[src/include/triviumKs_cfg.svh]
`ifndef TRIVIUMKS_CFG_SVH
`define TRIVIUMKS_CFG_SVH

// Cipher input widths
`define TRIV_KEY_BITS   80
`define TRIV_IV_BITS    80

// Full internal state, registers A, B and C together
`define TRIV_STATE_BITS 288

// Rounds discarded before keystream is taken
`define TRIV_WARMUP     1152

// Keystream bits per output block
`define TRIV_OUT_BITS   128

// Rounds per clock, one of 1, 2, 4, 8, 16, 32
`define TRIV_BITS_PER_CLK 1

`endif

[src/hdl/triviumPkg.sv]
`include "triviumKs_cfg.svh"

package triviumPkg;

    // Register view of the state, MSB first
    typedef struct packed {
        logic [110:0] regC;  // State bits 287..177
        logic [83:0]  regB;  // State bits 176..93
        logic [92:0]  regA;  // State bits 92..0
    } triviumRegs_t;

    // Flat word for loading and shifting, registers for the round taps
    typedef union packed {
        logic [`TRIV_STATE_BITS-1:0] bits;
        triviumRegs_t                regs;
    } stateWord_t;

    // Loader to engine
    typedef struct packed {
        logic       start;  // One cycle, request already accepted
        stateWord_t state;  // Initial state for the run
    } loadReq_t;

    // Engine to collector
    typedef struct packed {
        logic                          valid;  // Output phase round bits
        logic                          done;   // Run finished
        logic [`TRIV_BITS_PER_CLK-1:0] bits;   // Earliest round in MSB
    } ksBeat_t;

endpackage

[src/hdl/keyIvLoader.sv]
`timescale 1ns/1ns
`include "triviumKs_cfg.svh"

module keyIvLoader (
    input  logic                     CLK,
    input  logic                     RSTn,
    input  logic                     EN,
    input  logic                     EncDec,
    input  logic                     Krdy,
    input  logic                     Drdy,
    input  logic [`TRIV_KEY_BITS-1:0] Kin,
    input  logic [`TRIV_IV_BITS-1:0]  Din,
    input  logic                     busy,
    output logic                     Kvld,
    output triviumPkg::loadReq_t     loadReq
);

    // IV lands at the low end of register B
    localparam int ivBase = 93;

    logic                      canAccept;
    logic                      keyAccept;
    logic                      ivAccept;
    logic [`TRIV_KEY_BITS-1:0] keyReg;
    logic [`TRIV_IV_BITS-1:0]  ivRev;
    triviumPkg::stateWord_t    initState;

    // Only accepted requests ever leave this block
    assign canAccept = EN && !EncDec && !busy;
    assign keyAccept = canAccept && Krdy;
    assign ivAccept  = canAccept && Drdy && !Krdy;  // Key load wins

    // Lowest input byte becomes the top byte of the field
    assign ivRev = {<<8{Din}};

    always_ff @(posedge CLK) begin
        if (keyAccept) begin
            keyReg <= {<<8{Kin}};
        end
    end

    always_ff @(posedge CLK) begin
        if (!RSTn) begin
            Kvld <= 1'b0;
        end else begin
            Kvld <= keyAccept;
        end
    end

    // Initial state through the flat view
    always_comb begin
        initState.bits = '0;
        initState.bits[`TRIV_STATE_BITS-1 -: 3] = 3'b111;  // Top of register C
        initState.bits[`TRIV_KEY_BITS-1:0] = keyReg;       // Register A
        initState.bits[ivBase +: `TRIV_IV_BITS] = ivRev;
    end

    always_comb begin
        loadReq.start = ivAccept;
        loadReq.state = initState;
    end

    // Krdy is a strobe, so an acknowledge never repeats
    assert property (@(posedge CLK) disable iff (!RSTn) Kvld |=> !Kvld)
        else $error("Kvld held for more than one cycle");

endmodule

[src/hdl/keystreamCollector.sv]
`timescale 1ns/1ns
`include "triviumKs_cfg.svh"

module keystreamCollector (
    input  logic                      CLK,
    input  logic                      RSTn,
    input  triviumPkg::ksBeat_t       beat,
    output logic [`TRIV_OUT_BITS-1:0] Dout,
    output logic                      Dvld
);

    localparam int roundsPerClk   = `TRIV_BITS_PER_CLK;
    localparam int beatsPerBlock  = `TRIV_OUT_BITS / roundsPerClk;
    localparam int beatCntWidth   = $clog2(beatsPerBlock + 1);

    logic [`TRIV_OUT_BITS-1:0] assembly;
    logic [beatCntWidth-1:0]   beatCnt;

    // New bits enter low, first keystream bit ends at the top
    always_ff @(posedge CLK) begin
        if (beat.valid) begin
            assembly <= {assembly[`TRIV_OUT_BITS-1-roundsPerClk:0], beat.bits};
        end
    end

    always_ff @(posedge CLK) begin
        if (!RSTn) begin
            Dout    <= '0;
            Dvld    <= 1'b0;
            beatCnt <= '0;
        end else begin
            Dvld <= beat.done;  // Single cycle pulse
            if (beat.done) begin
                Dout    <= assembly;  // Held until the next block
                beatCnt <= '0;
            end else if (beat.valid) begin
                beatCnt <= beatCnt + 1'b1;
            end
        end
    end

    // Engine phase boundary and block size must agree
    assert property (@(posedge CLK) disable iff (!RSTn)
        beat.done |-> (beatCnt == beatCntWidth'(beatsPerBlock)))
        else $error("Block done after %0d beats", beatCnt);

endmodule

[src/hdl/keystreamEngine.sv]
`timescale 1ns/1ns
`include "triviumKs_cfg.svh"

module keystreamEngine (
    input  logic                 CLK,
    input  logic                 RSTn,
    input  logic                 EN,
    input  triviumPkg::loadReq_t loadReq,
    output logic                 busy,
    output triviumPkg::ksBeat_t  beat
);

    localparam int roundsPerClk = `TRIV_BITS_PER_CLK;
    localparam int totalRounds  = `TRIV_WARMUP + `TRIV_OUT_BITS;
    localparam int cntWidth     = $clog2(totalRounds + 1);

    localparam logic [cntWidth-1:0] cntStep   = cntWidth'(roundsPerClk);
    localparam logic [cntWidth-1:0] cntWarmup = cntWidth'(`TRIV_WARMUP);
    localparam logic [cntWidth-1:0] cntTotal  = cntWidth'(totalRounds);

    // Block boundaries must fall on whole clocks
    if ((`TRIV_WARMUP % roundsPerClk) != 0 || (`TRIV_OUT_BITS % roundsPerClk) != 0) begin : g_badCfg
        $error("TRIV_BITS_PER_CLK must divide warm-up and output sizes");
    end

    triviumPkg::stateWord_t   state;
    triviumPkg::stateWord_t   chain [0:roundsPerClk];
    logic [roundsPerClk-1:0]  ksBits;
    logic [cntWidth-1:0]      roundCnt;
    logic                     outPhase;
    logic                     runEnd;
    logic                     advance;

    // Round chain, one instance per round this clock
    assign chain[0] = state;

    for (genvar i = 0; i < roundsPerClk; i++) begin : g_round
        triviumRound u_round (
            .stateIn  (chain[i]),
            .ksBit    (ksBits[roundsPerClk-1-i]),  // Earliest round at MSB
            .stateOut (chain[i+1])
        );
    end

    assign outPhase = (roundCnt >= cntWarmup);
    assign runEnd   = (roundCnt == cntTotal);
    assign advance  = busy && EN && !runEnd;

    // Control, EN low holds everything
    always_ff @(posedge CLK) begin
        if (!RSTn) begin
            busy     <= 1'b0;
            roundCnt <= '0;
        end else if (loadReq.start) begin
            busy     <= 1'b1;
            roundCnt <= '0;
        end else if (busy && EN) begin
            if (runEnd) begin
                busy     <= 1'b0;  // Released by done
                roundCnt <= '0;
            end else begin
                roundCnt <= roundCnt + cntStep;
            end
        end
    end

    // Cipher state
    always_ff @(posedge CLK) begin
        if (loadReq.start) begin
            state <= loadReq.state;
        end else if (advance) begin
            state <= chain[roundsPerClk];
        end
    end

    always_comb begin
        beat.valid = advance && outPhase;
        beat.done  = busy && EN && runEnd;  // Cycle after the last output round
        beat.bits  = ksBits;
    end

    // Loader gates on busy, a restart mid-run would be lost
    assert property (@(posedge CLK) disable iff (!RSTn) loadReq.start |-> !busy)
        else $error("Load request while engine busy");

    assert property (@(posedge CLK) disable iff (!RSTn) !(beat.valid && beat.done))
        else $error("Keystream beat valid together with done");

endmodule

[src/hdl/triviumComp.sv]
`timescale 1ns/1ns
`include "triviumKs_cfg.svh"

module triviumComp (
    input  logic [`TRIV_KEY_BITS-1:0] Kin,   // Key input
    input  logic [`TRIV_IV_BITS-1:0]  Din,   // IV input
    output logic [`TRIV_OUT_BITS-1:0] Dout,  // Keystream block
    input  logic                      Krdy,
    input  logic                      Drdy,
    input  logic                      EncDec,  // Requests ignored when high
    input  logic                      RSTn,
    input  logic                      EN,      // Freezes the core when low
    input  logic                      CLK,
    output logic                      BSY,
    output logic                      Kvld,
    output logic                      Dvld
);

    triviumPkg::loadReq_t loadReq;
    triviumPkg::ksBeat_t  beat;
    logic                 busy;

    keyIvLoader u_loader (
        .CLK     (CLK),
        .RSTn    (RSTn),
        .EN      (EN),
        .EncDec  (EncDec),
        .Krdy    (Krdy),
        .Drdy    (Drdy),
        .Kin     (Kin),
        .Din     (Din),
        .busy    (busy),
        .Kvld    (Kvld),
        .loadReq (loadReq)
    );

    keystreamEngine u_engine (
        .CLK     (CLK),
        .RSTn    (RSTn),
        .EN      (EN),
        .loadReq (loadReq),
        .busy    (busy),
        .beat    (beat)
    );

    keystreamCollector u_collector (
        .CLK  (CLK),
        .RSTn (RSTn),
        .beat (beat),
        .Dout (Dout),
        .Dvld (Dvld)
    );

    assign BSY = busy;

endmodule

[src/hdl/triviumRound.sv]
`timescale 1ns/1ns

module triviumRound (
    input  triviumPkg::stateWord_t stateIn,
    output logic                   ksBit,
    output triviumPkg::stateWord_t stateOut
);

    logic [110:0] regC;
    logic [83:0]  regB;
    logic [92:0]  regA;
    logic         t1;
    logic         t2;
    logic         t3;
    logic         fbA;  // Feeds register B
    logic         fbB;  // Feeds register C
    logic         fbC;  // Feeds register A

    assign regA = stateIn.regs.regA;
    assign regB = stateIn.regs.regB;
    assign regC = stateIn.regs.regC;

    // Linear tap sums
    assign t1 = regA[65] ^ regA[92];
    assign t2 = regB[68] ^ regB[83];
    assign t3 = regC[65] ^ regC[110];

    assign ksBit = t1 ^ t2 ^ t3;

    // Nonlinear feedback, each into the next register
    assign fbA = t1 ^ (regA[90] & regA[91]) ^ regB[77];
    assign fbB = t2 ^ (regB[81] & regB[82]) ^ regC[86];
    assign fbC = t3 ^ (regC[108] & regC[109]) ^ regA[68];

    // Every register moves up one place, new bit at its low end
    always_comb begin
        stateOut.regs.regA = {regA[91:0], fbC};
        stateOut.regs.regB = {regB[82:0], fbA};
        stateOut.regs.regC = {regC[109:0], fbB};
    end

endmodule

[config.mk]
export PLATFORM = sky130hd
export DESIGN_NAME = triviumComp
export DESIGN_NICKNAME = d
export VERILOG_FILES = /design/src/hdl/triviumPkg.sv /design/src/hdl/keyIvLoader.sv /design/src/hdl/keystreamCollector.sv /design/src/hdl/keystreamEngine.sv /design/src/hdl/triviumComp.sv /design/src/hdl/triviumRound.sv
export VERILOG_INCLUDE_DIRS = /design/src /design/src/include
export SDC_FILE = /design/constraint.sdc
export NUM_CORES = 1
export LEC_CHECK = 0
export BUFFER_PORTS_ARGS = -buffer_cell sky130_fd_sc_hd__buf_2
export CAP_MARGIN = 25
export CORE_ASPECT_RATIO = 0.5
export CORE_UTILIZATION = 60
export CTS_CLUSTER_SIZE = 24
export DETAILED_ROUTE_END_ITERATION = 16
export GPL_TIMING_DRIVEN = 0
export PLACE_DENSITY = 0.79
export SETUP_SLACK_MARGIN = 0.4
export SLEW_MARGIN = 25
export SYNTH_ARGS = -nofsm -noshare
export SYNTH_HDL_FRONTEND = slang
export SYNTH_SLANG_ARGS = --single-unit
[constraint.sdc]
create_clock -name CLK -period 15.82 [get_ports CLK]
set_input_delay 0.791 -clock CLK [delete_from_list [all_inputs] [get_ports CLK]]
set_output_delay 0.791 -clock CLK [all_outputs]
set_load 0.1 [all_outputs]
== Yosys cells after proc, flatten, opt, wreduce, memory -nomap -nowiden ==
Index checks and enable logic that the tools add are counted.
W data, S select, Z words.

* $add $sub $neg: 1
* Order comparisons: 1
* Equal/unequal tests: 1
* Multiplexer cells: 6
* Bitwise logic cells: 15
* Reduce and logical (&&, ||, !) cells: 18

{| class="wikitable"
|+ Operators with widths
! cell !! count
|-
| $mux W173 || 2
|-
| $add A11 B1 Y11 const B || 1
|-
| $eq A11 B11 Y1 const B || 1
|-
| $ge A11 B11 Y1 const B || 1
|-
| $mux W11 || 1
|-
| $xor A1 B1 Y1 || 11
|-
| $logic_and A1 B1 Y1 || 9
|-
| $reduce_bool A2 Y1 || 3
|-
| $logic_not A1 Y1 || 4
|-
| $and A1 B1 Y1 || 3
|-
| $mux W1 || 3
|-
| $reduce_and A2 Y1 || 1
|-
| $reduce_or A2 Y1 || 1
|-
| $not A1 Y1 || 1
|}

* Flip-flop bits (word level): 638
* Output and inout port bits: 131

== Depth between registers and ports, before layout ==
* Depth in word-level cells: 7
* Depth in mapped cells: 9
* Depth with buffers taken out: 6

== Hierarchy ==
A second synthesis with hierarchy kept.

* Cell total of the unflattened synthesis: 1816
* Area total of the unflattened synthesis: 27895.5 µm²

{| class="wikitable"
|+ Modules (own cells, without submodules)
! module !! times used !! cells each !! area each (µm²) !! sequential area each (µm²)
|-
| keystreamEngine || 1 || 679 || 12724.7 || 8888.5
|-
| keystreamCollector || 1 || 543 || 8829.7 || 6426.2
|-
| keyIvLoader || 1 || 296 || 4032.6 || 2422.3
|-
| triviumRound || 1 || 298 || 2308.5 || 0.0
|}

== Least setup slack after synthesis ==
No wires, ideal clock.

* Path type: reg-to-reg
* Start: register u_engine.busy
* End: register u_engine.state[0] in the netlist's numbering (enable)
* Library setup time: 1.327 ns
* Arrival: 4.573 ns
* Required time: 14.493 ns
* Setup slack: 9.920 ns
* Stages on the path, launching flop included: 6
* Clock period less this slack: 5.900 ns
* Cells stage by stage: dfxtp_1 -> nor3b_1 -> nand3b_1 -> clkbuf_1 -> clkbuf_1 -> nand2_1

* Longest elaborated chain between the ends: 5

{| class="wikitable"
|+ RTL lines
! element !! RTL line !! text
|-
| start: declaration || keystreamEngine.sv:9 || <nowiki>output logic busy,</nowiki>
|-
| start signal: assignment || keystreamEngine.sv:52 || <nowiki>busy <= 1'b0;</nowiki>
|-
| start signal: assignment || keystreamEngine.sv:55 || <nowiki>busy <= 1'b1;</nowiki>
|-
| start signal: assignment || keystreamEngine.sv:59 || <nowiki>busy <= 1'b0;</nowiki>
|-
| $logic_not A1 Y1 || keyIvLoader.sv:29 || <nowiki>assign canAccept = EN && !EncDec && !busy;</nowiki>
|-
| $logic_and A1 B1 Y1 || keyIvLoader.sv:29 ||
|-
| $logic_and A1 B1 Y1 (2 in a row) || keyIvLoader.sv:31 || <nowiki>assign ivAccept = canAccept && Drdy && !Krdy;</nowiki>
|-
| $reduce_bool A2 Y1 (no line) (*) || - ||
|-
| end signal: assignment || keystreamEngine.sv:70 || <nowiki>state <= loadReq.state;</nowiki>
|-
| end signal: assignment || keystreamEngine.sv:72 || <nowiki>state <= chain[roundsPerClk];</nowiki>
|-
| end: declaration || keystreamEngine.sv:26 || <nowiki>triviumPkg::stateWord_t state;</nowiki>
|}

Mark *: on every way between the ends. The rest lies on a longest branch, timed or not.
A chain may end at the register's enable or synchronous reset.

==> flow_summary.toml <==
[clock_tree]
cts.sinks = 638
postCtsHoldBufs = 0
clk_latency_ns = 0.58
cts-resized-gates = 0
numCtsBuffers = 51
cts_tree = "done"
clockRootBuffer = "clkbuf_16"
cts.clk_slew.worst_paths_ns = 0.07
clk_path_buf_depth = 3
post-cts-setup-buffer-count = 0
htree_levels = 2

[final_layout]
fill_cells = 2447
drive_above_1_share_pct = 22.15
final_common_cell = "nand2_1"
finalNetCount = 2299
postLayoutCoreUtil_pct = 72.89
syn_to_final_growth_pct = 17.83
layout_common_cells = "391 x nand2_1, 368 x edfxtp_1, 349 x buf_2"
fin_area_sq_mm = 0.02659

[worst_hold_path]
holdCritStartpoint = "Kin[71]"
hold_end = "u_loader.keyReg[15]$_DFFE_PP_"
min_path_type = "in -> reg"
hold_path_depth = 1

[global_routing]
antenna_found_initial = 7
grt-ovfl-total = 0
grt_max_degree = 57
grt_pass1_wl_um = 72960
grt_pass1_vias = 14132
grt_use_total_pct = 23.68

[route]
dr_total_vias = 14696
drt_iter0_drc = 1173
viasPerCell = 5.521
firstDrtPassIters = 5
routedWlPerCell_um = 17.17
ant_nets = 0
wl_um = 45710
drc = 0

[floorplanning]
die_x_um = 276.3
die_height_um = 139.1
ios = 297
rows = 49
initial_core_util_pct = 61.86
dieArea_sq_mm = 0.03844
coreArea_sq_mm = 0.03648

[power]
power_density_mw_per_mm2 = 120.7
p_int_mw = 2.567
clock_power_share_pct = 41.7
seq_power_share_pct = 55.4
p_comb_share_pct = 3.0
power_mw = 3.208
peakVddDrop_uv = 111.7
leakage_nw = 10.54
swShare_pct = 19.98
switchingPower_uw = 641.0

[placement]
place_congestion = 0.8472
place_area_sq_mm = 0.02481
dpl.hpwl_um = 29500
portBuffers = 295

[sta]
slew_violations = 0
min_period_ns = 3.088
finalSetupViolations = 0
tns_ns = 0
finalHoldViolCount = 0
tightestPinTransition_ns = 0.6680
holdWs_ns = 0.3855
max_freq_mhz = 323.8
maxSlewHeadroom_pct = 55.47
fin_skew_ns = 0.01653
period_share_pct = 19.52
rsz0062_at_grt = "false"

[synth]
syn_nets = 1945
synth_warnings = 0
synthFlopType = "edfxtp_1"
async_flop_share_pct = 0
syn_area_sq_mm = 0.02257
synth_seq_cells = 638
ys_seq_area_share_pct = 72.92
syn_avg_cell_area_sq_um = 12.70
synth_cells = 1777
synth-edff-count = 368
ys_types = 36

[setup_path]
crit_family = "buffers and inverters"
required_ns = 16.07
cp_data_arrival_time_ns = 3.34
critPathMostFrequentCell = "buf_6"
r2r_start = "u_engine.roundCnt[0]$_SDFFE_PP0P_"
worst-path-max-fanout = 42
crit_chain = "inv_1 > ha_1 > and4bb_2 > a31oi_1 > buf_2 > buf_6 > buf_6 > o311a_4 > buf_12"
end_kind = "register"
worstSetupPathType = "reg -> reg"
reg2regPathDepth = 9
cp-start-kind = "register"
slowest_delay_ns = 0.57
rr_endpoint = "u_collector.assembly[48]$_DFFE_PP_"
crit_buf_inv = 5
crit_slowest_cell = "o311a_4"
reg2reg_slack_ns = 12.73

[flow_run]
maxCapViolCount = 0

[status]
outcome = "finished, final reports clean"
[per-layer routing]
metal  up-vias  routed length [um]  global-route usage, %
met4         2                1479                  8.145
met3        99                2170                  3.875
li1       7124                   -                      -
met5         -                  12                      0
met1      7079               20200                  32.54
met2       392               21840                  38.74
[Yosys cell counts (11+ instances only)]
cell type,n,share of area [%]
a22o_1,160,6.2
buf_2,54,1.2
buf_6,25,1.2
clkbuf_1,50,0.83
dfxtp_1,270,24
edfxtp_1,368,49
nand2_1,392,6.5
nand3_1,245,5.4
nand3_2,11,0.49
o21ai_0,13,0.29
o21ai_1,120,2.7
[worst max-delay path by stage]
stage,endpoint,cells past startpoint,startpoint,slack (ns)
after global placement,u_engine.state[137]$_DFFE_PP_,6,EN,8.14
after CTS,u_collector.assembly[65]$_DFFE_PP_,9,u_engine.roundCnt[0]$_SDFFE_PP0P_,12.75
final,u_collector.assembly[48]$_DFFE_PP_,9,u_engine.roundCnt[0]$_SDFFE_PP0P_,12.73
after detailed placement,u_engine.state[21]$_DFFE_PP_,7,EncDec,12.47
after global routing,u_collector.assembly[37]$_DFFE_PP_,9,u_engine.roundCnt[0]$_SDFFE_PP0P_,12.54
after floorplan,u_engine.state[0]$_DFFE_PP_,5,u_engine.busy$_SDFFE_PN0P_,9.92
[worst register-to-register path: stages (launching register included)]
cell	delay [ns]
dfxtp_1	0.39
inv_1	0.07
ha_1	0.19
and4bb_2	0.25
a31oi_1	0.20
buf_2	0.33
buf_6	0.24
buf_6	0.17
o311a_4	0.57
buf_12	0.34
[registers in the layout (all words and copies together) (netlist names)]
name                  flops
u_loader.keyReg          80
u_collector.Dvld          1
u_collector.assembly    128
u_engine.state          288
u_loader.Kvld             1
u_collector.Dout        128
u_engine.busy             1
u_engine.roundCnt        11
[cell type report]
cell class	instances	area (sq um)	share of cell area (%)
plain buffers	136	769.5	2.894
repair buffers	301	1619	6.089
multi-input cells	1001	5355	20.14
well taps	484	605.6	2.277
inverters	2	7.507	0.02823
flip-flops and latches	638	16460	61.89
clock buffers	68	1453	5.463
diodes	6	15.01	0.05647
clock inverters	26	310.3	1.167
[cell families (layout without fill, tap and decap cells)]
family | count (synthesis) | in the layout | synth area share, %
AO/OA/AOI/OAI | 299 | 299 | 9.348
XOR/XNOR | 20 | 20 | 0.7762
adder cells (fa/ha/maj) | 2 | 2 | 0.1109
buffers and inverters | 138 | 533 | 3.443
flip-flops | 638 | 638 | 72.92
other | 0 | 6 | 0
AND/OR/NAND/NOR | 680 | 680 | 13.40
[power by group through the flow]
stage	Combinational, mW	Sequential (mW)	Clock (mW)
floorplan	0.0526	1.81	0
global placement	0.0891	1.82	0
detailed placement	0.0947	1.81	0
CTS	0.0957	1.78	1.36
global route	0.105	1.78	1.42
finish	0.0953	1.78	1.34
[metrics by stage]
step                      instances  setup slack [ns]
final                          2662             12.73
after global routing           2661             12.54
after CTS                      2656             12.75
after detailed placement       2562             12.47
after global placement         2556             8.142
after floorplan                1777             9.920
Power figures use the tool's default switching activity.
